File: src/lsu_pkg.sv
package lsu_pkg;

	// Integer data path width of the core
	localparam int data_w = 64;

	// Rename bits appended to the architectural register number
	localparam int rb = 2;

	// Destination tag is register number plus rename bits
	localparam int rd_w = 5 + rb;

	// Access sizes as encoded by the decoder
	typedef enum logic [1:0] {
		size_byte   = 2'd0,
		size_half   = 2'd1,
		size_word   = 2'd2,
		size_double = 2'd3
	} access_size_e;

	// Byte count of one access
	function automatic logic [3:0] size_bytes(access_size_e size);
		logic [3:0] count;
		// Encoding is log2 of the byte count
		count = 4'd1 << size;
		return count;
	endfunction

endpackage

File: src/dtcm_bank_if.sv
`timescale 1ns/10ps

interface dtcm_bank_if #(
	parameter int AW = 14
);

	// Doubleword row inside one bank
	logic [AW-1:0] addr;
	logic [lsu_pkg::data_w-1:0] wdata;
	logic wen;
	// One enable per byte lane
	logic [7:0] wmask;
	// Registered read word
	logic [lsu_pkg::data_w-1:0] rdata;

	// Load/store unit side
	modport unit (
		output addr,
		output wdata,
		output wen,
		output wmask,
		input  rdata
	);

	// Memory bank side
	modport mem (
		input  addr,
		input  wdata,
		input  wen,
		input  wmask,
		output rdata
	);

endinterface

File: src/store_align.sv
`timescale 1ns/10ps

module store_align (
	input  lsu_pkg::access_size_e size,
	input  logic [63:0] addr,
	input  logic [lsu_pkg::data_w-1:0] data,
	output logic [7:0] mask_a,
	output logic [7:0] mask_b,
	output logic [lsu_pkg::data_w-1:0] data_a,
	output logic [lsu_pkg::data_w-1:0] data_b
);

	// Byte mask of the access before shifting
	logic [15:0] base_mask;
	// Mask over two doublewords in address order
	logic [15:0] mask;
	// Store data over two doublewords in address order
	logic [127:0] window;

	// Contiguous run of ones, one per byte
	assign base_mask = ~(16'hffff << lsu_pkg::size_bytes(size));

	// Move to the byte offset inside the first doubleword
	assign mask = base_mask << addr[2:0];
	assign window = {64'b0, data} << {addr[2:0], 3'b000};

	// Even first doubleword keeps order
	// Odd first doubleword belongs to bank B, so the halves swap
	always_comb begin
		if (addr[3]) begin
			mask_b = mask[7:0];
			mask_a = mask[15:8];
			data_b = window[63:0];
			data_a = window[127:64];
		end else begin
			mask_a = mask[7:0];
			mask_b = mask[15:8];
			data_a = window[63:0];
			data_b = window[127:64];
		end
	end

endmodule

File: src/load_align.sv
`timescale 1ns/10ps

module load_align (
	input  logic CLK,
	input  logic reset,
	input  logic accept,
	input  logic kill,
	input  lsu_pkg::access_size_e size,
	input  logic is_unsigned,
	input  logic [3:0] offset,
	input  logic [lsu_pkg::rd_w-1:0] rd,
	input  logic [lsu_pkg::data_w-1:0] rdata_a,
	input  logic [lsu_pkg::data_w-1:0] rdata_b,
	output logic wb_valid,
	output logic [lsu_pkg::data_w-1:0] wb_data,
	output logic [lsu_pkg::rd_w-1:0] wb_rd
);

	// Stage one request fields
	logic s1_valid;
	lsu_pkg::access_size_e s1_size;
	logic s1_unsigned;
	logic [3:0] s1_offset;
	logic [lsu_pkg::rd_w-1:0] s1_rd;

	// Two bank words in address order
	logic [127:0] window;
	// Access moved down to bit zero
	logic [lsu_pkg::data_w-1:0] lane;
	// Extended result
	logic [lsu_pkg::data_w-1:0] result;

	// Stage one valid dropped by a flush at the accept edge
	always_ff @(posedge CLK) begin
		if (reset) begin
			s1_valid <= 1'b0;
		end else begin
			s1_valid <= accept & ~kill;
		end
	end

	// Request payload travels alongside the bank read
	always_ff @(posedge CLK) begin
		s1_size <= size;
		s1_unsigned <= is_unsigned;
		s1_offset <= offset;
		s1_rd <= rd;
	end

	// Odd start means bank B holds the lower doubleword
	assign window = s1_offset[3] ? {rdata_a, rdata_b} : {rdata_b, rdata_a};
	assign lane = lsu_pkg::data_w'(window >> {s1_offset[2:0], 3'b000});

	// Sign or zero extension by size
	always_comb begin
		case (s1_size)
			lsu_pkg::size_byte:
				result = s1_unsigned ? {56'b0, lane[7:0]} : {{56{lane[7]}}, lane[7:0]};
			lsu_pkg::size_half:
				result = s1_unsigned ? {48'b0, lane[15:0]} : {{48{lane[15]}}, lane[15:0]};
			lsu_pkg::size_word:
				result = s1_unsigned ? {32'b0, lane[31:0]} : {{32{lane[31]}}, lane[31:0]};
			default:
				result = lane;
		endcase
	end

	// Writeback strobe also cancelled by a flush one edge later
	always_ff @(posedge CLK) begin
		if (reset) begin
			wb_valid <= 1'b0;
		end else begin
			wb_valid <= s1_valid & ~kill;
		end
	end

	// Result and tag
	always_ff @(posedge CLK) begin
		wb_data <= result;
		wb_rd <= s1_rd;
	end

endmodule

File: src/lsu.sv
`timescale 1ns/10ps

module lsu #(
	parameter int AW = 14
) (
	input  logic CLK,
	input  logic reset,
	// Load request
	input  logic lu_valid,
	output logic lu_ready,
	input  lsu_pkg::access_size_e lu_size,
	input  logic lu_unsigned,
	input  logic [63:0] lu_addr,
	input  logic [lsu_pkg::rd_w-1:0] lu_rd,
	// Store request
	input  logic su_valid,
	output logic su_ready,
	input  lsu_pkg::access_size_e su_size,
	input  logic [63:0] su_addr,
	input  logic [lsu_pkg::data_w-1:0] su_data,
	// Pipeline flush
	input  logic flush,
	// Load writeback
	output logic wb_valid,
	output logic [lsu_pkg::data_w-1:0] wb_data,
	output logic [lsu_pkg::rd_w-1:0] wb_rd,
	// Memory banks
	dtcm_bank_if.unit bank_a,
	dtcm_bank_if.unit bank_b
);

	logic load_go;
	logic store_go;
	// Address of the access that owns the banks this cycle
	logic [63:0] req_addr;
	// Row of the bank pair holding the first doubleword
	logic [AW-1:0] row;
	logic [7:0] mask_a;
	logic [7:0] mask_b;
	logic [lsu_pkg::data_w-1:0] data_a;
	logic [lsu_pkg::data_w-1:0] data_b;

	// Banks answer every cycle so loads never stall
	assign lu_ready = 1'b1;
	// Loads first
	assign su_ready = ~lu_valid;

	assign load_go = lu_valid & lu_ready;
	assign store_go = su_valid & su_ready;

	// At most one of the two owns the banks
	assign req_addr = load_go ? lu_addr : su_addr;
	assign row = req_addr[4 +: AW];

	// Odd start moves bank A one row on with wrap at the top
	assign bank_a.addr = req_addr[3] ? row + AW'(1) : row;
	// Bank B always shares the starting row
	assign bank_b.addr = row;

	// Store byte lanes per bank
	store_align store_align_inst (
		.size   (su_size),
		.addr   (su_addr),
		.data   (su_data),
		.mask_a (mask_a),
		.mask_b (mask_b),
		.data_a (data_a),
		.data_b (data_b)
	);

	// Both banks written in the accept cycle
	assign bank_a.wen = store_go;
	assign bank_a.wmask = mask_a;
	assign bank_a.wdata = data_a;
	assign bank_b.wen = store_go;
	assign bank_b.wmask = mask_b;
	assign bank_b.wdata = data_b;

	// Two stage return path
	load_align load_align_inst (
		.CLK         (CLK),
		.reset       (reset),
		.accept      (load_go),
		.kill        (flush),
		.size        (lu_size),
		.is_unsigned (lu_unsigned),
		.offset      (lu_addr[3:0]),
		.rd          (lu_rd),
		.rdata_a     (bank_a.rdata),
		.rdata_b     (bank_b.rdata),
		.wb_valid    (wb_valid),
		.wb_data     (wb_data),
		.wb_rd       (wb_rd)
	);

endmodule

File: src/flat_wrapper.sv
// flat-port wrapper written by rule: the top's interface ports become plain ports
module lsu_flat 
#(
	parameter int AW = 14
)
  (CLK, reset, lu_valid, lu_ready, lu_size, lu_unsigned, lu_addr, lu_rd, su_valid, su_ready, su_size, su_addr, su_data, flush, wb_valid, wb_data, wb_rd, bank_a_addr, bank_a_wdata, bank_a_wen, bank_a_wmask, bank_a_rdata, bank_b_addr, bank_b_wdata, bank_b_wen, bank_b_wmask, bank_b_rdata);
  dtcm_bank_if #(.AW(AW)) bank_a_i ();
  dtcm_bank_if #(.AW(AW)) bank_b_i ();
  input  logic CLK;
  input  logic reset;
  input  logic lu_valid;
  output logic lu_ready;
  input  lsu_pkg::access_size_e lu_size;
  input  logic lu_unsigned;
  input  logic [63:0] lu_addr;
  input  logic [lsu_pkg::rd_w-1:0] lu_rd;
  input  logic su_valid;
  output logic su_ready;
  input  lsu_pkg::access_size_e su_size;
  input  logic [63:0] su_addr;
  input  logic [lsu_pkg::data_w-1:0] su_data;
  input  logic flush;
  output logic wb_valid;
  output logic [lsu_pkg::data_w-1:0] wb_data;
  output logic [lsu_pkg::rd_w-1:0] wb_rd;
  output wire logic [$bits(bank_a_i.addr)-1:0] bank_a_addr;
  output wire logic [$bits(bank_a_i.wdata)-1:0] bank_a_wdata;
  output wire logic [$bits(bank_a_i.wen)-1:0] bank_a_wen;
  output wire logic [$bits(bank_a_i.wmask)-1:0] bank_a_wmask;
  input wire logic [$bits(bank_a_i.rdata)-1:0] bank_a_rdata;
  output wire logic [$bits(bank_b_i.addr)-1:0] bank_b_addr;
  output wire logic [$bits(bank_b_i.wdata)-1:0] bank_b_wdata;
  output wire logic [$bits(bank_b_i.wen)-1:0] bank_b_wen;
  output wire logic [$bits(bank_b_i.wmask)-1:0] bank_b_wmask;
  input wire logic [$bits(bank_b_i.rdata)-1:0] bank_b_rdata;
  assign bank_a_addr = bank_a_i.addr;
  assign bank_a_wdata = bank_a_i.wdata;
  assign bank_a_wen = bank_a_i.wen;
  assign bank_a_wmask = bank_a_i.wmask;
  assign bank_a_i.rdata = bank_a_rdata;
  assign bank_b_addr = bank_b_i.addr;
  assign bank_b_wdata = bank_b_i.wdata;
  assign bank_b_wen = bank_b_i.wen;
  assign bank_b_wmask = bank_b_i.wmask;
  assign bank_b_i.rdata = bank_b_rdata;
  lsu #(.AW(AW)) u_core (.CLK(CLK), .reset(reset), .lu_valid(lu_valid), .lu_ready(lu_ready), .lu_size(lu_size), .lu_unsigned(lu_unsigned), .lu_addr(lu_addr), .lu_rd(lu_rd), .su_valid(su_valid), .su_ready(su_ready), .su_size(su_size), .su_addr(su_addr), .su_data(su_data), .flush(flush), .wb_valid(wb_valid), .wb_data(wb_data), .wb_rd(wb_rd), .bank_a(bank_a_i), .bank_b(bank_b_i));
endmodule
File: config.mk
export PLATFORM = sky130hd
export DESIGN_NAME = lsu_flat
export DESIGN_NICKNAME = d
export VERILOG_FILES = /design/src/lsu_pkg.sv /design/src/dtcm_bank_if.sv /design/src/store_align.sv /design/src/load_align.sv /design/src/lsu.sv /design/src/flat_wrapper.sv
export SDC_FILE = /design/constraint.sdc
export NUM_CORES = 1
export LEC_CHECK = 0
export BUFFER_PORTS_ARGS = -buffer_cell sky130_fd_sc_hd__buf_2
export CAP_MARGIN = 10
export CORE_AREA = 5 5 225 227
export DETAILED_ROUTE_END_ITERATION = 12
export DIE_AREA = 0 0 230 232
export GPL_TIMING_DRIVEN = 0
export SYNTH_ARGS = -nofsm -noshare
export SYNTH_HDL_FRONTEND = slang
export SYNTH_SLANG_ARGS = --single-unit
export TNS_END_PERCENT = 20
File: constraint.sdc
create_clock -name CLK -period 3.05 [get_ports CLK]
set_clock_uncertainty 0.2 [all_clocks]
set_input_delay 0.61 -clock CLK [delete_from_list [all_inputs] [get_ports CLK]]
set_output_delay 0.61 -clock CLK [all_outputs]
set_load 0.05 [all_outputs]
# --- Word level (Yosys, flattened, before mapping) ---
# Cells that the tools add are included.
op_classes:
  add_sub_neg: 1
  n_eq_ne: 2
  shift: 5
  mux: 11
  n_bitwise: 6
  n_reduce_logical: 1
ops:
  columns: ["op", "count"]
  rows:
  - ["2-to-1 mux 64 bit", 5]
  - ["one-hot mux 64 bit (3 select lines)", 1]
  - ["2-to-1 mux 128 bit", 1]
  - ["<< shifter 64 x 6 -> 128 bit", 1]
  - ["right shift 128 x 6 -> 64 bit", 1]
  - ["2-to-1 mux 18 bit", 1]
  - ["2-to-1 mux 8 bit", 2]
  - ["NOT 16 bit", 1]
  - ["<< shifter 16 x 3 -> 16 bit", 1]
  - ["<< shifter 16 x 4 -> 16 bit (first input constant)", 1]
  - ["adder 14 x 1 -> 14 bit (second input constant)", 1]
  - ["2-to-1 mux 14 bit", 1]
  - ["<< shifter 1 x 2 -> 4 bit (first input constant)", 1]
  - ["bitwise AND 1 bit", 3]
  - ["== test 2 x 1 -> 1 bit (second input constant)", 1]
  - ["== test 2 bit (second input constant)", 1]
  - ["logical NOT 2 bit", 1]
  - ["NOT 1 bit", 2]
totals:
  reg_bits: 87
  input_bits: 337
  output_inout_bits: 248
  word_cells: 34

# --- Depth between registers and ports, before layout ---
depth:
  ltp_word: 5
  mapped_depth: 10
  depth_no_buf: 7

# --- Cells and area by module ---
# From an unflattened synthesis, not the netlist that was laid out.
hier_totals:
  cells_unflattened: 1265
  area_unflattened_um2: 11588.6
by_module_without_submodules:
  columns: ["mod", "instances", "cells_each", "area_each_um2", "seq_area_each_um2"]
  rows:
  - ["load_align", 1, 675, 7206.9, 1741.7]
  - ["store_align", 1, 512, 3764.9, 0.0]
  - ["lsu", 1, 78, 616.8, 0.0]

# --- Least setup slack after synthesis ---
# Ideal clock, no wire load.
synth_path:
  path_type: "in2out"
  startpoint: "input port su_addr[0]"
  endpoint: "output port bank_b_wdata[48]"
  arrival_ns: 2.977
  required_ns: 2.240
  setup_slack_ns: -0.737
  path_stages: 6
  path_buffers: 3
  cell_sequence: "buf_1 clkbuf_1 and3_1 clkbuf_1 nand2_1 o21ai_0"
synth_via:
  elab_chain_len: 2
synth_lines:
  columns: ["item", "line", "text"]
  rows:
  - ["from (decl)", "flat_wrapper.sv:20", "input logic [63:0] su_addr;"]
  - ["<< shifter 64 x 6 -> 128 bit", "store_align.sv:25", "assign window = {64'b0, data} << {addr[2:0], 3'b000};"]
  - ["2-to-1 mux 64 bit", "store_align.sv:30", "if (addr[3]) begin"]
  - ["to (decl)", "flat_wrapper.sv:32", "output wire logic [$bits(bank_b_i.wdata)-1:0] bank_b_wdata;"]
# No other way between the ends.

# --- Worst setup path after layout ---
layout_path:
  startpoint: "input port lu_valid"
  endpoint: "output port bank_a_addr[13]"
layout_via:
  elab_chain_len: 3
layout_lines:
  columns: ["item", "line", "text"]
  rows:
  - ["from (decl)", "flat_wrapper.sv:11", "input logic lu_valid;"]
  - ["2-to-1 mux 18 bit *", "lsu.sv:52", "assign req_addr = load_go ? lu_addr : su_addr;"]
  - ["adder 14 x 1 -> 14 bit", "lsu.sv:56", "assign bank_a.addr = req_addr[3] ? row + AW'(1) : row;"]
  - ["2-to-1 mux 14 bit *", "lsu.sv:56", null]
  - ["to (decl)", "flat_wrapper.sv:26", "output wire logic [$bits(bank_a_i.addr)-1:0] bank_a_addr;"]
# Mark *: on every way between the ends. The rest lies on a longest branch, timed or not.

==> results.toml <==
[timing]
grt_setup_unrepaired = "true"
hold_viol_final = 0
final.period_utilization_pct = 101
whs_ns = 0.128
finalMaxSlewViolations = 0
final.setup.tns_ns = -0.167
period_needed_ns = 3.07
fmaxAchievable_mhz = 325
max_slew_margin_pct = 30.4
worst_slew_pin_slew_ns = 1.04
timing.final.setup_violations = 11
postLayoutSetupSlackWorst_ns = -0.0235

[global_route]
grt_pass1_vias = 15300
maximum_number_of_pins_on_one_net_before_global_route_repair = 17
gr-max-usage-layer = "met2"
met1_global_route_usage_pct = 34.1
global_route.usage.total_pct = 29.0
globalRouteMet3Util_pct = 7.51
grt_antenna_before_repair = 4
grt_first_pass_wirelength_um = 113000
gr-usage-met2_pct = 49.7
grt_overflow_total = 0

[drt]
drt-total-wl_um = 82000
detail_route.drc_violations = 0
routed_via_density = 5.92
post_drt_wl_per_cell_um = 32.2
router_iterations_before_antenna_repair = 7
drtIter0Drc = 1544
drt.antenna.violating_nets = 0
number_of_vias_in_the_routed_layout = 15100

[floorplanning]
starting_utilization_of_the_core_area_pct = 23.2
num_rows = 81
io_pins = 585
die_height_um = 232
die_w_um = 230
design.die.area_um2 = 53400
core_area_um2 = 48400

[cts]
clkLatencyLatePin_ns = 0.37
cts_root_buffer = "clkbuf_16"
htreeDepth = 3
cts.hold.buffers_added = 0
cts_inserted_buffers = 9
clock_sinks = 87
cts_tree = "yes"
cts.clk_slew.worst_paths_ns = 0.06
clk_path_buf_depth = 2

[synthesis]
yosys_most_used_dff = "dfxtp_1"
synthCells = 1409
async_reset_ff_share_pct = 0
post-synth-top-area-cell = "mux2i_1"
synth_fp_nets = 1747
synth_top_cell_area_share_pct = 15.8
post_synth_num_cell_types = 58
ys.warnings.count = 0
postSynthAreaPerCell_um2 = 7.98
syn_area_um2 = 11200
synth_top_cells_by_area = "mux2i_1 16%, dfxtp_1 15%, mux4_2 14%"
synth.yosys.seq_area_share_pct = 15.5
synth.ff_latch_count = 87
synth_enable_flop_cells = 0

[place]
gp_routability_congestion = 1.04
post-place-ws_ns = -1.30
portBuffers = 488
detailed_placement_wirelength_estimate_um = 65000

[critical_path]
worst-path-stages = 8
setup.reg_to_reg.worst_slack_ns = 0.03
crit_type = "in2out"
cp_common_cell = "buf_6"
timing.critical_path.required_ns = 2.24
critPathTopFamily = "simple AND/OR/NAND/NOR gates"
cp-end-kind = "output port"
worst-r2r-cell-count = 8
setup.worst_path.start_class = "primary input"
cp_num_buf_inv = 3
cp_cell_sequence = "buf_6, buf_8, mux2i_2, a2111oi_4, nand3_2, nor3b_4, xor2_4, buf_6"
largest_stage_delay_on_the_critical_path_ns = 0.40
critical_path.max_fanout = 8
cp_slowest_cell = "a2111oi_4"
timing.critical_path.arrival_ns = 2.26

[finish]
layout-area-overhead-vs-synth_pct = 50.7
final.fill_count = 5085
post_route_cells_drive_above_1_share_pct = 51.8
multi_input_comb_area_um2 = 9940
layout_commonest_cell = "buf_2"
layout.core_utilization_pct = 35.0
layout.cells.most_common_list = "409 x buf_2, 211 x nand2_1, 132 x mux2i_1"
layout.nets = 2259
layout.area.seq_um2 = 1740

[power]
power_leakage_nw = 7.59
powerDensity_nw_per_um2 = 396
post-layout-total-power_mw = 6.71
power.ir.vdd_worst_mv = 0.233

[worst_hold_path]
min_path_type = "reg2reg"
min_path_cells = 0

[flow_run]
max_cap_violations = 0

[status]
violations = "negative setup slack"
status = "complete, but fails checks"
[cells in the mapped netlist, drive strengths merged (3+ instances only)]
library cell	count
a211o	4
a211oi	4
a21oi	83
a221oi	7
a22o	53
a22oi	9
a311o	7
a311oi	11
and2	26
buf	70
clkbuf	81
dfxtp	87
inv	14
mux2	91
mux2i	178
mux4	69
nand2	218
nand2b	4
nand3	70
nand3b	3
nor2	94
nor2b	9
nor3	5
o211ai	23
o21ai	109
o22ai	21
o2bb2ai	8
o311a	4
o311ai	5
xnor2	8
xor2	5
[final cells by class]
type	count	area share, %
multi-input combinational	1155	58.7
timing repair buffer	503	17.8
sequential	87	10.3
buffer	149	6.50
tap	622	4.59
clock buffer	9	1.33
clock inverter	7	0.450
inverter	16	0.399
antenna	1	0.0148
[state kept, by name, summed over array words and instances, names as in the netlist]
register	count
u_core.load_align_inst.wb_valid	1
u_core.load_align_inst.wb_rd	7
u_core.load_align_inst.wb_data	64
u_core.load_align_inst.s1_offset	4
u_core.load_align_inst.s1_valid	1
u_core.load_align_inst.s1_size	2
u_core.load_align_inst.s1_rd	7
u_core.load_align_inst.s1_unsigned	1
[power by group]
part           internal (mW)  switching [mW]
Combinational           1.33            2.93
Sequential              1.27          0.0396
Clock                  0.641           0.502
[stage by stage]
stage	std cells	area (µm²)
after CTS	2543	16500
after global routing	2548	16900
final	2549	16900
after detailed placement	2520	15200
after global placement	2519	15100
after floorplan	1409	11900
[timing repair]
action,CTS,global route
endpoints found under the setup margin,213,151
cloned,2,0
pin swaps,7,7
gates resized for setup,339,132
setup buffers,6,6
endpoints found under the hold margin,0,0
[worst paths after layout]
path,start,end
max,lu_valid,bank_a_addr[13]
min,u_core.load_align_inst.s1_rd[4]$_DFF_P_,u_core.load_align_inst.wb_rd[4]$_DFF_P_
max reg2reg,u_core.load_align_inst.s1_offset[0]$_DFF_P_,u_core.load_align_inst.wb_data[40]$_DFF_P_
min reg2reg,u_core.load_align_inst.s1_rd[4]$_DFF_P_,u_core.load_align_inst.wb_rd[4]$_DFF_P_
[routing by layer]
metal | routed length, µm | part of all wire [%]
met3 | 8610 | 10
met2 | 38900 | 47
met1 | 30400 | 37
met5 | 126 | 0.15
met4 | 3960 | 4.8
[worst reg2reg max path, stage by stage, from the launching register on]
cell,delay (ns)
dfxtp_1,0.30
buf_2,0.18
buf_8,0.21
buf_4,0.29
buf_2,0.47
mux2i_1,0.41
a221oi_1,0.17
o211ai_1,0.43
nand3_1,0.20
[cells by family after synthesis]
| logic type | count (synthesis) | synth area share (%) |
|---|---|---|
| other | 1 | 0.0334 |
| XOR/XNOR | 13 | 1.01 |
| flip-flops | 87 | 15.5 |
| AO/OA/AOI/OAI | 364 | 21.2 |
| multiplexers | 338 | 38.8 |
| adder cells (fa/ha/maj) | 1 | 0.111 |
| AND/OR/NAND/NOR | 438 | 16.6 |
| buffers and inverters | 167 | 6.68 |
Note: power is estimated with default switching activity, not from simulation.
